<file path="src/host_pkg.sv">
// Host side packet layout; every field sits on a byte boundary and packets are four 32-bit words
`default_nettype none

package host_pkg;

  // ------------------------------
  // Host word stream
  // ------------------------------
  localparam int host_word_width  = 32;
  localparam int words_per_packet = 4;
  localparam int aligned_width    = host_word_width * words_per_packet;

  // Request packet, last member sits in the low bits
  typedef struct packed {
    logic [15:0] padding;
    logic [31:0] data;
    logic [31:0] addr;
    logic [7:0]  reg_id;
    logic [7:0]  op;
    logic [7:0]  src_y_cord;
    logic [7:0]  src_x_cord;
    logic [7:0]  y_cord;
    logic [7:0]  x_cord;
  } aligned_req_s;

  // Response packet, same byte ordering as the request
  typedef struct packed {
    logic [63:0] padding;
    logic [31:0] data;
    logic [7:0]  reg_id;
    logic [7:0]  pkt_type;
    logic [7:0]  y_cord;
    logic [7:0]  x_cord;
  } aligned_rsp_s;

  // Word 0 carries the coordinates, word 3 the padding
  // Both structs must fill exactly one packet

endpackage

`default_nettype wire

</file>
<file path="src/mesh_pkg.sv">
// Mesh packet layout for a single tile; widths are fixed and not meant to be overridden
`default_nettype none

package mesh_pkg;

  // ------------------------------
  // Field widths
  // ------------------------------
  localparam int x_cord_width = 4;
  localparam int y_cord_width = 4;
  // Word address, not byte address
  localparam int addr_width   = 20;
  localparam int data_width   = 32;
  // Byte mask on stores, destination register on loads
  localparam int reg_id_width = 5;

  // Outstanding request accounting
  localparam int credit_width = 3;
  localparam logic [credit_width-1:0] max_out_credits = credit_width'(4);

  // ------------------------------
  // Encodings
  // ------------------------------
  typedef enum logic [7:0] {
    op_load  = 8'd0,
    op_store = 8'd1
  } mesh_op_e;

  typedef enum logic [7:0] {
    ret_load  = 8'd0,
    ret_store = 8'd1
  } return_type_e;

  // ------------------------------
  // Packets
  // ------------------------------
  typedef struct packed {
    logic [x_cord_width-1:0] x_cord;
    logic [y_cord_width-1:0] y_cord;
    logic [x_cord_width-1:0] src_x_cord;
    logic [y_cord_width-1:0] src_y_cord;
    mesh_op_e                op;
    logic [reg_id_width-1:0] reg_id;
    logic [addr_width-1:0]   addr;
    logic [data_width-1:0]   data;
  } mesh_req_s;

  typedef struct packed {
    return_type_e            pkt_type;
    logic [reg_id_width-1:0] reg_id;
    logic [data_width-1:0]   data;
  } mesh_ret_s;

endpackage

`default_nettype wire

</file>
<file path="src/host_bridge_top.sv">
// Tile host bridge; no routing, one credit counter, and no buffering past the serializer registers
`timescale 1ns/10ps
`default_nettype none

module host_bridge_top (
  input  logic                                clk_i,
  input  logic                                rst_n_i,
  input  logic [mesh_pkg::x_cord_width-1:0]    my_x_i,
  input  logic [mesh_pkg::y_cord_width-1:0]    my_y_i,
  // Host words
  input  logic [host_pkg::host_word_width-1:0] host_req_word_i,
  input  logic                                host_req_valid_i,
  output logic                                host_req_ready_o,
  output logic [host_pkg::host_word_width-1:0] host_rsp_word_o,
  output logic                                host_rsp_valid_o,
  input  logic                                host_rsp_ready_i,
  output logic [host_pkg::host_word_width-1:0] host_in_req_word_o,
  output logic                                host_in_req_valid_o,
  input  logic                                host_in_req_ready_i,
  input  logic [host_pkg::host_word_width-1:0] host_in_rsp_word_i,
  input  logic                                host_in_rsp_valid_i,
  output logic                                host_in_rsp_ready_o,
  // Mesh packets
  output mesh_pkg::mesh_req_s                 net_out_o,
  output logic                                net_out_valid_o,
  input  logic                                net_out_ready_i,
  input  mesh_pkg::mesh_ret_s                 net_ret_i,
  input  logic                                net_ret_valid_i,
  output logic                                net_ret_ready_o,
  input  mesh_pkg::mesh_req_s                 net_in_i,
  input  logic                                net_in_valid_i,
  output logic                                net_in_ready_o,
  output mesh_pkg::mesh_ret_s                 net_ack_o,
  output logic                                net_ack_valid_o,
  input  logic                                net_ack_ready_i,
  output logic [mesh_pkg::credit_width-1:0]    credits_used_o
);

  host_pkg::aligned_req_s out_aligned;
  logic out_pkt_valid;
  logic out_pkt_ready;
  logic has_credit;
  host_pkg::aligned_rsp_s ret_aligned;
  mesh_pkg::mesh_req_s in_req;
  host_pkg::aligned_req_s in_aligned;
  logic in_pkt_valid;
  logic in_pkt_ready;
  host_pkg::aligned_req_s rd_aligned;
  logic [mesh_pkg::data_width-1:0] rd_data;
  logic rd_pkt_valid;
  logic rd_pkt_ready;

  // ------------------------------
  // Outbound request
  // ------------------------------
  word_deserializer u_out_deser (
    .clk_i        (clk_i),
    .rst_n_i      (rst_n_i),
    .word_i       (host_req_word_i),
    .word_valid_i (host_req_valid_i),
    .word_ready_o (host_req_ready_o),
    .pkt_o        (out_aligned),
    .pkt_valid_o  (out_pkt_valid),
    .pkt_ready_i  (out_pkt_ready)
  );

  // Narrow to mesh widths, source is always this tile
  assign net_out_o.x_cord     = out_aligned.x_cord[mesh_pkg::x_cord_width-1:0];
  assign net_out_o.y_cord     = out_aligned.y_cord[mesh_pkg::y_cord_width-1:0];
  assign net_out_o.src_x_cord = my_x_i;
  assign net_out_o.src_y_cord = my_y_i;
  assign net_out_o.op         = mesh_pkg::mesh_op_e'(out_aligned.op);
  assign net_out_o.reg_id     = out_aligned.reg_id[mesh_pkg::reg_id_width-1:0];
  assign net_out_o.addr       = out_aligned.addr[mesh_pkg::addr_width-1:0];
  assign net_out_o.data       = out_aligned.data;

  assign net_out_valid_o = out_pkt_valid & has_credit;
  assign out_pkt_ready   = net_out_ready_i & has_credit;

  out_credit_counter u_credits (
    .clk_i          (clk_i),
    .rst_n_i        (rst_n_i),
    .send_i         (net_out_valid_o & net_out_ready_i),
    .return_i       (net_ret_valid_i & net_ret_ready_o),
    .has_credit_o   (has_credit),
    .credits_used_o (credits_used_o)
  );

  // ------------------------------
  // Return to host
  // ------------------------------
  assign ret_aligned.padding  = '0;
  assign ret_aligned.data     = 32'(net_ret_i.data);
  assign ret_aligned.reg_id   = 8'(net_ret_i.reg_id);
  assign ret_aligned.pkt_type = net_ret_i.pkt_type;
  assign ret_aligned.y_cord   = 8'(my_y_i);
  assign ret_aligned.x_cord   = 8'(my_x_i);

  word_serializer u_ret_ser (
    .clk_i        (clk_i),
    .rst_n_i      (rst_n_i),
    .pkt_i        (ret_aligned),
    .pkt_valid_i  (net_ret_valid_i),
    .pkt_ready_o  (net_ret_ready_o),
    .word_o       (host_rsp_word_o),
    .word_valid_o (host_rsp_valid_o),
    .word_ready_i (host_rsp_ready_i)
  );

  // ------------------------------
  // Inbound request
  // ------------------------------
  inbound_txn_fsm u_inbound (
    .clk_i            (clk_i),
    .rst_n_i          (rst_n_i),
    .net_in_i         (net_in_i),
    .net_in_valid_i   (net_in_valid_i),
    .net_in_ready_o   (net_in_ready_o),
    .host_pkt_o       (in_req),
    .host_pkt_valid_o (in_pkt_valid),
    .host_pkt_ready_i (in_pkt_ready),
    .rd_pkt_i         (rd_data),
    .rd_pkt_valid_i   (rd_pkt_valid),
    .rd_pkt_ready_o   (rd_pkt_ready),
    .net_ack_o        (net_ack_o),
    .net_ack_valid_o  (net_ack_valid_o),
    .net_ack_ready_i  (net_ack_ready_i)
  );

  // Widen with zero fill, destination shows this tile
  assign in_aligned.padding    = '0;
  assign in_aligned.data       = 32'(in_req.data);
  assign in_aligned.addr       = 32'(in_req.addr);
  assign in_aligned.reg_id     = 8'(in_req.reg_id);
  assign in_aligned.op         = in_req.op;
  assign in_aligned.src_y_cord = 8'(in_req.src_y_cord);
  assign in_aligned.src_x_cord = 8'(in_req.src_x_cord);
  assign in_aligned.y_cord     = 8'(my_y_i);
  assign in_aligned.x_cord     = 8'(my_x_i);

  word_serializer u_in_ser (
    .clk_i        (clk_i),
    .rst_n_i      (rst_n_i),
    .pkt_i        (in_aligned),
    .pkt_valid_i  (in_pkt_valid),
    .pkt_ready_o  (in_pkt_ready),
    .word_o       (host_in_req_word_o),
    .word_valid_o (host_in_req_valid_o),
    .word_ready_i (host_in_req_ready_i)
  );

  // Host read data for loads, only the data field matters
  word_deserializer u_rd_deser (
    .clk_i        (clk_i),
    .rst_n_i      (rst_n_i),
    .word_i       (host_in_rsp_word_i),
    .word_valid_i (host_in_rsp_valid_i),
    .word_ready_o (host_in_rsp_ready_o),
    .pkt_o        (rd_aligned),
    .pkt_valid_o  (rd_pkt_valid),
    .pkt_ready_i  (rd_pkt_ready)
  );

  assign rd_data = rd_aligned.data[mesh_pkg::data_width-1:0];

endmodule

`default_nettype wire

</file>
<file path="src/inbound_txn_fsm.sv">
// One inbound request at a time; a load blocks new requests until the host returns read data
`timescale 1ns/10ps
`default_nettype none

module inbound_txn_fsm (
  input  logic                            clk_i,
  input  logic                            rst_n_i,
  input  mesh_pkg::mesh_req_s             net_in_i,
  input  logic                            net_in_valid_i,
  output logic                            net_in_ready_o,
  output mesh_pkg::mesh_req_s             host_pkt_o,
  output logic                            host_pkt_valid_o,
  input  logic                            host_pkt_ready_i,
  input  logic [mesh_pkg::data_width-1:0] rd_pkt_i,
  input  logic                            rd_pkt_valid_i,
  output logic                            rd_pkt_ready_o,
  output mesh_pkg::mesh_ret_s             net_ack_o,
  output logic                            net_ack_valid_o,
  input  logic                            net_ack_ready_i
);

  typedef enum logic [1:0] {
    st_idle,
    st_offer,
    st_wait_read,
    st_ack
  } inbound_state_e;

  inbound_state_e state_q;
  inbound_state_e state_d;
  mesh_pkg::mesh_req_s req_q;
  logic [mesh_pkg::data_width-1:0] data_q;
  logic is_store;

  assign is_store = (req_q.op == mesh_pkg::op_store);

  // ------------------------------
  // Next state
  // ------------------------------
  always_comb begin
    state_d = state_q;
    case (state_q)
      st_idle: begin
        if (net_in_valid_i) begin
          state_d = st_offer;
        end
      end
      st_offer: begin
        if (host_pkt_ready_i) begin
          // Stores need no host reply
          state_d = is_store ? st_ack : st_wait_read;
        end
      end
      st_wait_read: begin
        if (rd_pkt_valid_i) begin
          state_d = st_ack;
        end
      end
      st_ack: begin
        if (net_ack_ready_i) begin
          state_d = st_idle;
        end
      end
      default: state_d = st_idle;
    endcase
  end

  always_ff @(posedge clk_i) begin
    if (!rst_n_i) begin
      state_q <= st_idle;
    end else begin
      state_q <= state_d;
    end
  end

  // Captured request and read data
  always_ff @(posedge clk_i) begin
    if (state_q == st_idle && net_in_valid_i) begin
      req_q  <= net_in_i;
      data_q <= '0;
    end else if (state_q == st_wait_read && rd_pkt_valid_i) begin
      data_q <= rd_pkt_i;
    end
  end

  // ------------------------------
  // Outputs
  // ------------------------------
  assign net_in_ready_o   = (state_q == st_idle);
  assign host_pkt_o       = req_q;
  assign host_pkt_valid_o = (state_q == st_offer);
  assign rd_pkt_ready_o   = (state_q == st_wait_read);
  assign net_ack_valid_o  = (state_q == st_ack);

  always_comb begin
    if (is_store) begin
      net_ack_o.pkt_type = mesh_pkg::ret_store;
    end else begin
      net_ack_o.pkt_type = mesh_pkg::ret_load;
    end
    net_ack_o.reg_id = req_q.reg_id;
    // Zero for stores, cleared at capture
    net_ack_o.data   = data_q;
  end

endmodule

`default_nettype wire

</file>
<file path="src/out_credit_counter.sv">
// Caller must not send without has_credit_o; a return at zero count is ignored
`timescale 1ns/10ps
`default_nettype none

module out_credit_counter (
  input  logic                              clk_i,
  input  logic                              rst_n_i,
  input  logic                              send_i,
  input  logic                              return_i,
  output logic                              has_credit_o,
  output logic [mesh_pkg::credit_width-1:0] credits_used_o
);

  logic [mesh_pkg::credit_width-1:0] used_q;
  logic inc;
  logic dec;

  // Send and return together leave the count alone
  assign inc = send_i & ~return_i;
  assign dec = return_i & ~send_i & (used_q != '0);

  always_ff @(posedge clk_i) begin
    if (!rst_n_i) begin
      used_q <= '0;
    end else if (inc) begin
      used_q <= used_q + 1'b1;
    end else if (dec) begin
      used_q <= used_q - 1'b1;
    end
  end

  assign has_credit_o   = (used_q < mesh_pkg::max_out_credits);
  assign credits_used_o = used_q;

endmodule

`default_nettype wire

</file>
<file path="src/word_deserializer.sv">
// Holds one packet only; word side stalls until the packet leaves, word 0 lands in the low bits
`timescale 1ns/10ps
`default_nettype none

module word_deserializer (
  input  logic                                clk_i,
  input  logic                                rst_n_i,
  input  logic [host_pkg::host_word_width-1:0] word_i,
  input  logic                                word_valid_i,
  output logic                                word_ready_o,
  output logic [host_pkg::aligned_width-1:0]   pkt_o,
  output logic                                pkt_valid_o,
  input  logic                                pkt_ready_i
);

  logic [host_pkg::words_per_packet-1:0][host_pkg::host_word_width-1:0] words_q;
  logic [$clog2(host_pkg::words_per_packet)-1:0] fill_q;
  logic full_q;
  logic word_xfer;
  logic pkt_xfer;

  // A leaving packet frees room for the next first word
  assign word_ready_o = ~full_q | pkt_ready_i;
  assign word_xfer    = word_valid_i & word_ready_o;
  assign pkt_xfer     = full_q & pkt_ready_i;

  // Word storage
  always_ff @(posedge clk_i) begin
    if (word_xfer) begin
      words_q[fill_q] <= word_i;
    end
  end

  // Fill count and packet flag
  always_ff @(posedge clk_i) begin
    if (!rst_n_i) begin
      fill_q <= '0;
      full_q <= 1'b0;
    end else begin
      if (word_xfer) begin
        fill_q <= fill_q + 1'b1;
      end
      // Count wraps on the last word
      if (word_xfer && (&fill_q)) begin
        full_q <= 1'b1;
      end else if (pkt_xfer) begin
        full_q <= 1'b0;
      end
    end
  end

  assign pkt_o       = words_q;
  assign pkt_valid_o = full_q;

endmodule

`default_nettype wire

</file>
<file path="src/word_serializer.sv">
// One packet deep; word 0 goes out the cycle after the load, no bubble between packets
`timescale 1ns/10ps
`default_nettype none

module word_serializer (
  input  logic                                clk_i,
  input  logic                                rst_n_i,
  input  logic [host_pkg::aligned_width-1:0]   pkt_i,
  input  logic                                pkt_valid_i,
  output logic                                pkt_ready_o,
  output logic [host_pkg::host_word_width-1:0] word_o,
  output logic                                word_valid_o,
  input  logic                                word_ready_i
);

  logic [host_pkg::words_per_packet-1:0][host_pkg::host_word_width-1:0] hold_q;
  logic [$clog2(host_pkg::words_per_packet)-1:0] idx_q;
  logic busy_q;
  logic word_xfer;
  logic last_word;
  logic load;

  assign last_word = &idx_q;
  assign word_xfer = busy_q & word_ready_i;

  // Free when empty or when the final word is leaving
  assign pkt_ready_o = ~busy_q | (word_xfer & last_word);
  assign load        = pkt_valid_i & pkt_ready_o;

  // Holding register
  always_ff @(posedge clk_i) begin
    if (load) begin
      hold_q <= pkt_i;
    end
  end

  // Word index and occupancy
  always_ff @(posedge clk_i) begin
    if (!rst_n_i) begin
      idx_q  <= '0;
      busy_q <= 1'b0;
    end else if (load) begin
      idx_q  <= '0;
      busy_q <= 1'b1;
    end else if (word_xfer) begin
      idx_q <= idx_q + 1'b1;
      if (last_word) begin
        busy_q <= 1'b0;
      end
    end
  end

  // Low word first
  assign word_o       = hold_q[idx_q];
  assign word_valid_o = busy_q;

endmodule

`default_nettype wire

</file>
<file path="config.mk">
export PLATFORM = sky130hd
export DESIGN_NAME = host_bridge_top
export DESIGN_NICKNAME = d
export VERILOG_FILES = /design/src/host_pkg.sv /design/src/mesh_pkg.sv /design/src/host_bridge_top.sv /design/src/inbound_txn_fsm.sv /design/src/out_credit_counter.sv /design/src/word_deserializer.sv /design/src/word_serializer.sv
export SDC_FILE = /design/constraint.sdc
export NUM_CORES = 1
export LEC_CHECK = 0
export BUFFER_PORTS_ARGS = -buffer_cell sky130_fd_sc_hd__buf_2
export CORE_AREA = 10 10 170 172
export CTS_BUF_LIST = sky130_fd_sc_hd__clkbuf_4
export DETAILED_ROUTE_END_ITERATION = 10
export DIE_AREA = 0 0 180 182
export PLACE_DENSITY = 0.87
export SLEW_MARGIN = 20
export SYNTH_ARGS = -nofsm -noshare
export SYNTH_HDL_FRONTEND = slang
export SYNTH_SLANG_ARGS = --single-unit
</file>
<file path="constraint.sdc">
create_clock -name clk_i -period 6.2 [get_ports clk_i]
set_input_delay 1.24 -clock clk_i [delete_from_list [all_inputs] [get_ports clk_i]]
set_output_delay 1.24 -clock clk_i [all_outputs]
set_load 0.005 [all_outputs]
</file>
Word-level counts from Yosys, hierarchy flattened:

Index checks and enable logic that the tools add are counted.

* register bits: 512
* input port bits: 208
* output and inout bits: 201
* word-level logic and storage cells: 132

* add/sub/neg operators: 6
* magnitude comparators: 7
* equality and inequality tests: 8
* muxes and demuxes: 29
* bitwise logic cells: 27
* reduce and logical (&&, ||, !) cells: 24

Operator list (count)
* $bwmux W128: 2
* $bmux W32 S2: 2
* $demux W32 S2: 2
* $mux W32: 4
* $and A1 B1 Y1: 16
* $reduce_bool A2 Y1: 7
* $lt A2 B3 Y1 const B: 4
* $mux W1: 12
* $reduce_and A2 Y1: 6
* $add A2 B1 Y2 const B: 4
* $eq A8 B1 Y1 const B: 1
* $mux W2: 4
* $pmux W2 S4: 1
* $not A1 Y1: 7
* $logic_and A1 B1 Y1: 6
* $mux W3: 2
* $ne A2 B2 Y1 const B: 3
* $eq A2 B2 Y1 const B: 2
* $ge A2 B1 Y1 const B: 2
* $or A1 B1 Y1: 4
* $reduce_and A4 Y1: 1
* $reduce_or A2 Y1: 2
* $add A3 B1 Y3 const B: 1
* $lt A3 B3 Y1 const B: 1
* other kinds (5): 5

Depth between registers and ports, before layout:

* word-level depth: 8
* mapped depth: 7
* depth with buffers taken out: 7

Hierarchy:

A second synthesis with hierarchy kept.

* cell total of the unflattened synthesis: 966
* area, all modules: 21931.0 um^2

Modules (own cells, without submodules)
* word_serializer: instances 2, cells an instance 183, area each 4822.1 um^2
* word_deserializer: instances 2, cells an instance 151, area each 4053.9 um^2
* inbound_txn_fsm: instances 1, cells an instance 262, area each 3883.7 um^2
* out_credit_counter: instances 1, cells an instance 23, area each 206.4 um^2
* host_bridge_top: instances 1, cells an instance 13, area each 88.8 um^2

Least setup slack after synthesis:

No wires, ideal clock.

* path type: input to register
* start: input host_in_req_ready_i
* end: register u_in_ser.idx_q[0] in the netlist's numbering
* setup time: 0.119 ns
* data arrival time: 5.365 ns
* path slack: 0.716 ns
* stages: 4
* path buffers: 0
* path through: a21boi_2 > nor2b_1 > nand2b_1 > nor2_1

* cells in the longest elaborated chain, start to end: 5

RTL lines
* start, declared: line host_bridge_top.sv:19 `input logic host_in_req_ready_i,`
* $and A1 B1 Y1: line word_serializer.sv:24 `assign word_xfer = busy_q & word_ready_i;`
* $and A1 B1 Y1: line word_serializer.sv:27 `assign pkt_ready_o = ~busy_q | (word_xfer & last_word);`
* $or A1 B1 Y1: line word_serializer.sv:27
* $and A1 B1 Y1: line word_serializer.sv:28 `assign load = pkt_valid_i & pkt_ready_o;`
* named net u_in_ser.load: line word_serializer.sv:21 `logic load;`
* $reduce_or A2 Y1 (no line)
* end signal, assigned: line word_serializer.sv:46 `idx_q <= idx_q + 1'b1;`
* end, declared: line word_serializer.sv:17 `logic [$clog2(host_pkg::words_per_packet)-1:0] idx_q;`

The timed path passes the listed nets, and every way through them passes these cells.
A chain may end at the register's enable or synchronous reset.

Worst setup path in the final report:

* start: register u_ret_ser.idx_q[0] in the netlist's numbering
* end: output host_rsp_word_o[14] in the netlist's numbering

* cells in the longest elaborated chain, start to end: 2

RTL lines
* start, declared: line word_serializer.sv:17
* start signal, assigned: line word_serializer.sv:46
* $bmux W32 S2: line word_serializer.sv:54 `assign word_o = hold_q[idx_q];`
* $mux W32 (implied by the code): line word_serializer.sv:54
* end, declared: line host_bridge_top.sv:14 `output logic [host_pkg::host_word_width-1:0] host_rsp_word_o,`

No other way between the ends. The select of a mux whose other input is x is not followed.

==> qor.txt <==
area grow syn2layout: 26.07%
Site Rows: 59
largest net degree at the start of global routing: 63
Final Hold Viols: 0
clock latency on the worst-skew pair: 690 ps
fill cell count: 1871
antenna violations before repair: 4
number of global-route vias before repair: 8064
post-CTS setup buffer count: 0
initial core utilization: 0.4915
wire per inst: 19.35 µm
Slew Viols, Final: 0
Max-slew headroom: 0.2539
full die area: 32760 µm²
fin crit period: 3768 ps
port buffer count: 393
proportion of layout cells with a drive suffix above 1: 0.4472
number of synthesized flops with an enable pin: 312
Critical Path AT: 2530 ps
final cycle utilization of the critical path: 0.6078
Top Ports: 409
sequential share of the synthesized area: 0.8220
MaxCap Viol Count: 0
Setup crit start kind: flop
Initial DRC Count: 472
routed vias/inst: 4.851
Post-Syn Area per Cell: 17.46 µm²
nature of the critical path endpoint: output port
Multi-input gate area: 1968 µm²
Hold-fix buffers, CTS: 0
Num CTS Buffers: 88
Pwr Density: 355.0 nW/µm²
outcome: finished clean
fin nets: 1390
total number of vias: 7616
cell with the most instances after synthesis: edfxtp_1
RePlAce Congestion: 0.8447
Storage cell area: 10350 µm²
Most used DFF post-synth: edfxtp_1
Peak VDD IR: 0.2852 mV
post-synth top area share: 0.7441
non-filler instance count after layout: 1570
DRT Pass-1 Iters: 4
Hold WC Path Type: flop to flop
Overflow after GRT: 0
Syn Std Cell Area: 12590 µm²
post_cts resized: 0
count of final setup violators: 0
placed cells: 1414
setup tns final: 0 ps
Residual DRC: 0
Setup Skew: 66.70 ps
DRT antenna net count: 0
RSZ-0062 raised after global routing: no
most area-consuming cells after synthesis: edfxtp_1 (74%), dfxtp_1 (7.8%), mux2i_1 (3.3%), nand2_1 (2.5%), a21oi_1 (1.5%)
top post-synthesis cells by count: edfxtp_1 (312), nand2_1 (85), dfxtp_1 (49)
final wirelength: 30380 µm
first-pass GRT wire length: 45780 µm
final core utilization: 0.6196
Least-Margin Pin Slew: 1118 ps
Synth area leader: edfxtp_1
CP Class: flop to output port
Warnings, synthesis: 0
Root Buffer: clkbuf_4
Crit path required time: 4960 ps
clk sinks: 361
Max Root-Sink Buffers: 3
htree depth: 3
CTS tree: done
gr usage total: 0.1790
achievable clock frequency: 0.2654 GHz
DIE WIDTH: 180 µm
Clock transition at path regs: 70 ps
critical path fanouts, max: 14
synth unique cells: 37
Detailed Place HPWL: 22310 µm
Yosys reg bits: 361
die height: 182 µm
Core Box Area: 25620 µm²
fraction of registers with async set/reset: 0
Fin Hold WS: 413.4 ps
Gate Count Post-Synth: 721
P_leak: 6.327 nW
## metrics by stage
stage	area, µm²	total power, W	setup slack, ps
finish	15870	0.005635	2432
global route	15870	0.005938	2134
CTS	15860	0.005721	2326
detailed placement	14790	0.003881	2990
global placement	14790	0.003837	3016
floorplan	12610	0.003598	716.4
## cell usage in the layout, fill, tap and decap left out, drive strengths merged
| master | synthesis | routed |
|---|---|---|
| a22o | 8 | 8 |
| clkinvlp | 0 | 3 |
| nor2b | 14 | 14 |
| xor2 | 2 | 2 |
| o2bb2ai | 1 | 1 |
| a31oi | 1 | 1 |
| a21bo | 1 | 1 |
| ha | 12 | 12 |
| diode | 0 | 3 |
| clkbuf | 18 | 124 |
| a21boi | 3 | 3 |
| nand2b | 5 | 5 |
| nor2 | 31 | 31 |
| edfxtp | 312 | 312 |
| inv | 9 | 12 |
| or4 | 1 | 1 |
| nand4 | 1 | 1 |
| xnor2 | 2 | 2 |
| and3 | 4 | 4 |
| a21oi | 38 | 38 |
| mux2i | 42 | 42 |
| a211oi | 2 | 2 |
| and4b | 1 | 1 |
| clkinv | 0 | 23 |
| mux4 | 4 | 4 |
| o21ai | 13 | 13 |
| nand2 | 86 | 86 |
| nor4 | 1 | 1 |
| conb | 1 | 7 |
| buf | 30 | 400 |
| fa | 1 | 1 |
| a2111oi | 1 | 1 |
| dfxtp | 49 | 49 |
| nand3 | 7 | 7 |
| a21o | 1 | 1 |
| o31ai | 1 | 1 |
| and2 | 18 | 18 |
## sequential cells by signal, summed over array words and instances (netlist names), 3 cells and up
name,flops
u_inbound.data_q,32
u_inbound.host_pkt_o,73
u_in_ser.hold_q,81
u_ret_ser.hold_q,53
u_out_deser.pkt_o,73
u_credits.credits_used_o,3
u_rd_deser.pkt_o,32
## path summary, 6_finish.rpt
check / startpoint / to / slack (ps) / depth (start not counted)
worst max-delay path: u_ret_ser.idx_q[0] / host_rsp_word_o[14] / 2430 / 4
worst min-delay path: u_inbound.host_pkt_o[15] / u_in_ser.hold_q[95] / 410 / 0
worst max register to register: u_in_ser.idx_q[0] / u_in_ser.hold_q[39] / 3270 / 4
worst min register to register: u_inbound.host_pkt_o[15] / u_in_ser.hold_q[95] / 410 / 0
## worst max-delay path: stages (launching register included)
cell and delay, ps:
dfxtp_1 710, buf_4 370, nor2b_1 480, and2_1 200, buf_2 110
## per-layer routing
layer	global-route usage	wire length [µm]	vias up
met5	0	0	-
met4	0.06550	708	0
met3	0.06123	2382	52
met2	0.3199	16160	339
met1	0.1927	11130	3644
li1	-	-	3581
## power by group
group	internal [W]	switching [W]	total (W)
clock network	0.000932	0.000888	0.00182
registers	0.00308	0.000114	0.00320
logic	0.000225	0.000394	0.000620
total	0.00424	0.00140	0.00564
## layout make-up
type,instances,share of cell area
inverter,9,0.002128
antenna,3,0.0004730
clock inverter,29,0.008986
tap,335,0.02641
clock buffer,124,0.05865
sequential,361,0.6521
timing repair buffer,400,0.1272
multi-input combinational,309,0.1240
## kinds of logic (layout without fill, tap and decap cells)
group | count (synthesis) | after routing | share of synthesized area
multiplexers | 46 | 46 | 0.04054
AO/OA/AOI/OAI | 70 | 70 | 0.03528
adder cells (fa/ha/maj) | 13 | 13 | 0.01351
XOR/XNOR | 4 | 4 | 0.002783
other | 1 | 10 | 0.0002978
flip-flops | 361 | 361 | 0.8220
buffers and inverters | 57 | 562 | 0.02454
AND/OR/NAND/NOR | 169 | 169 | 0.06102
No activity file was read; power rests on OpenSTA's default activity.
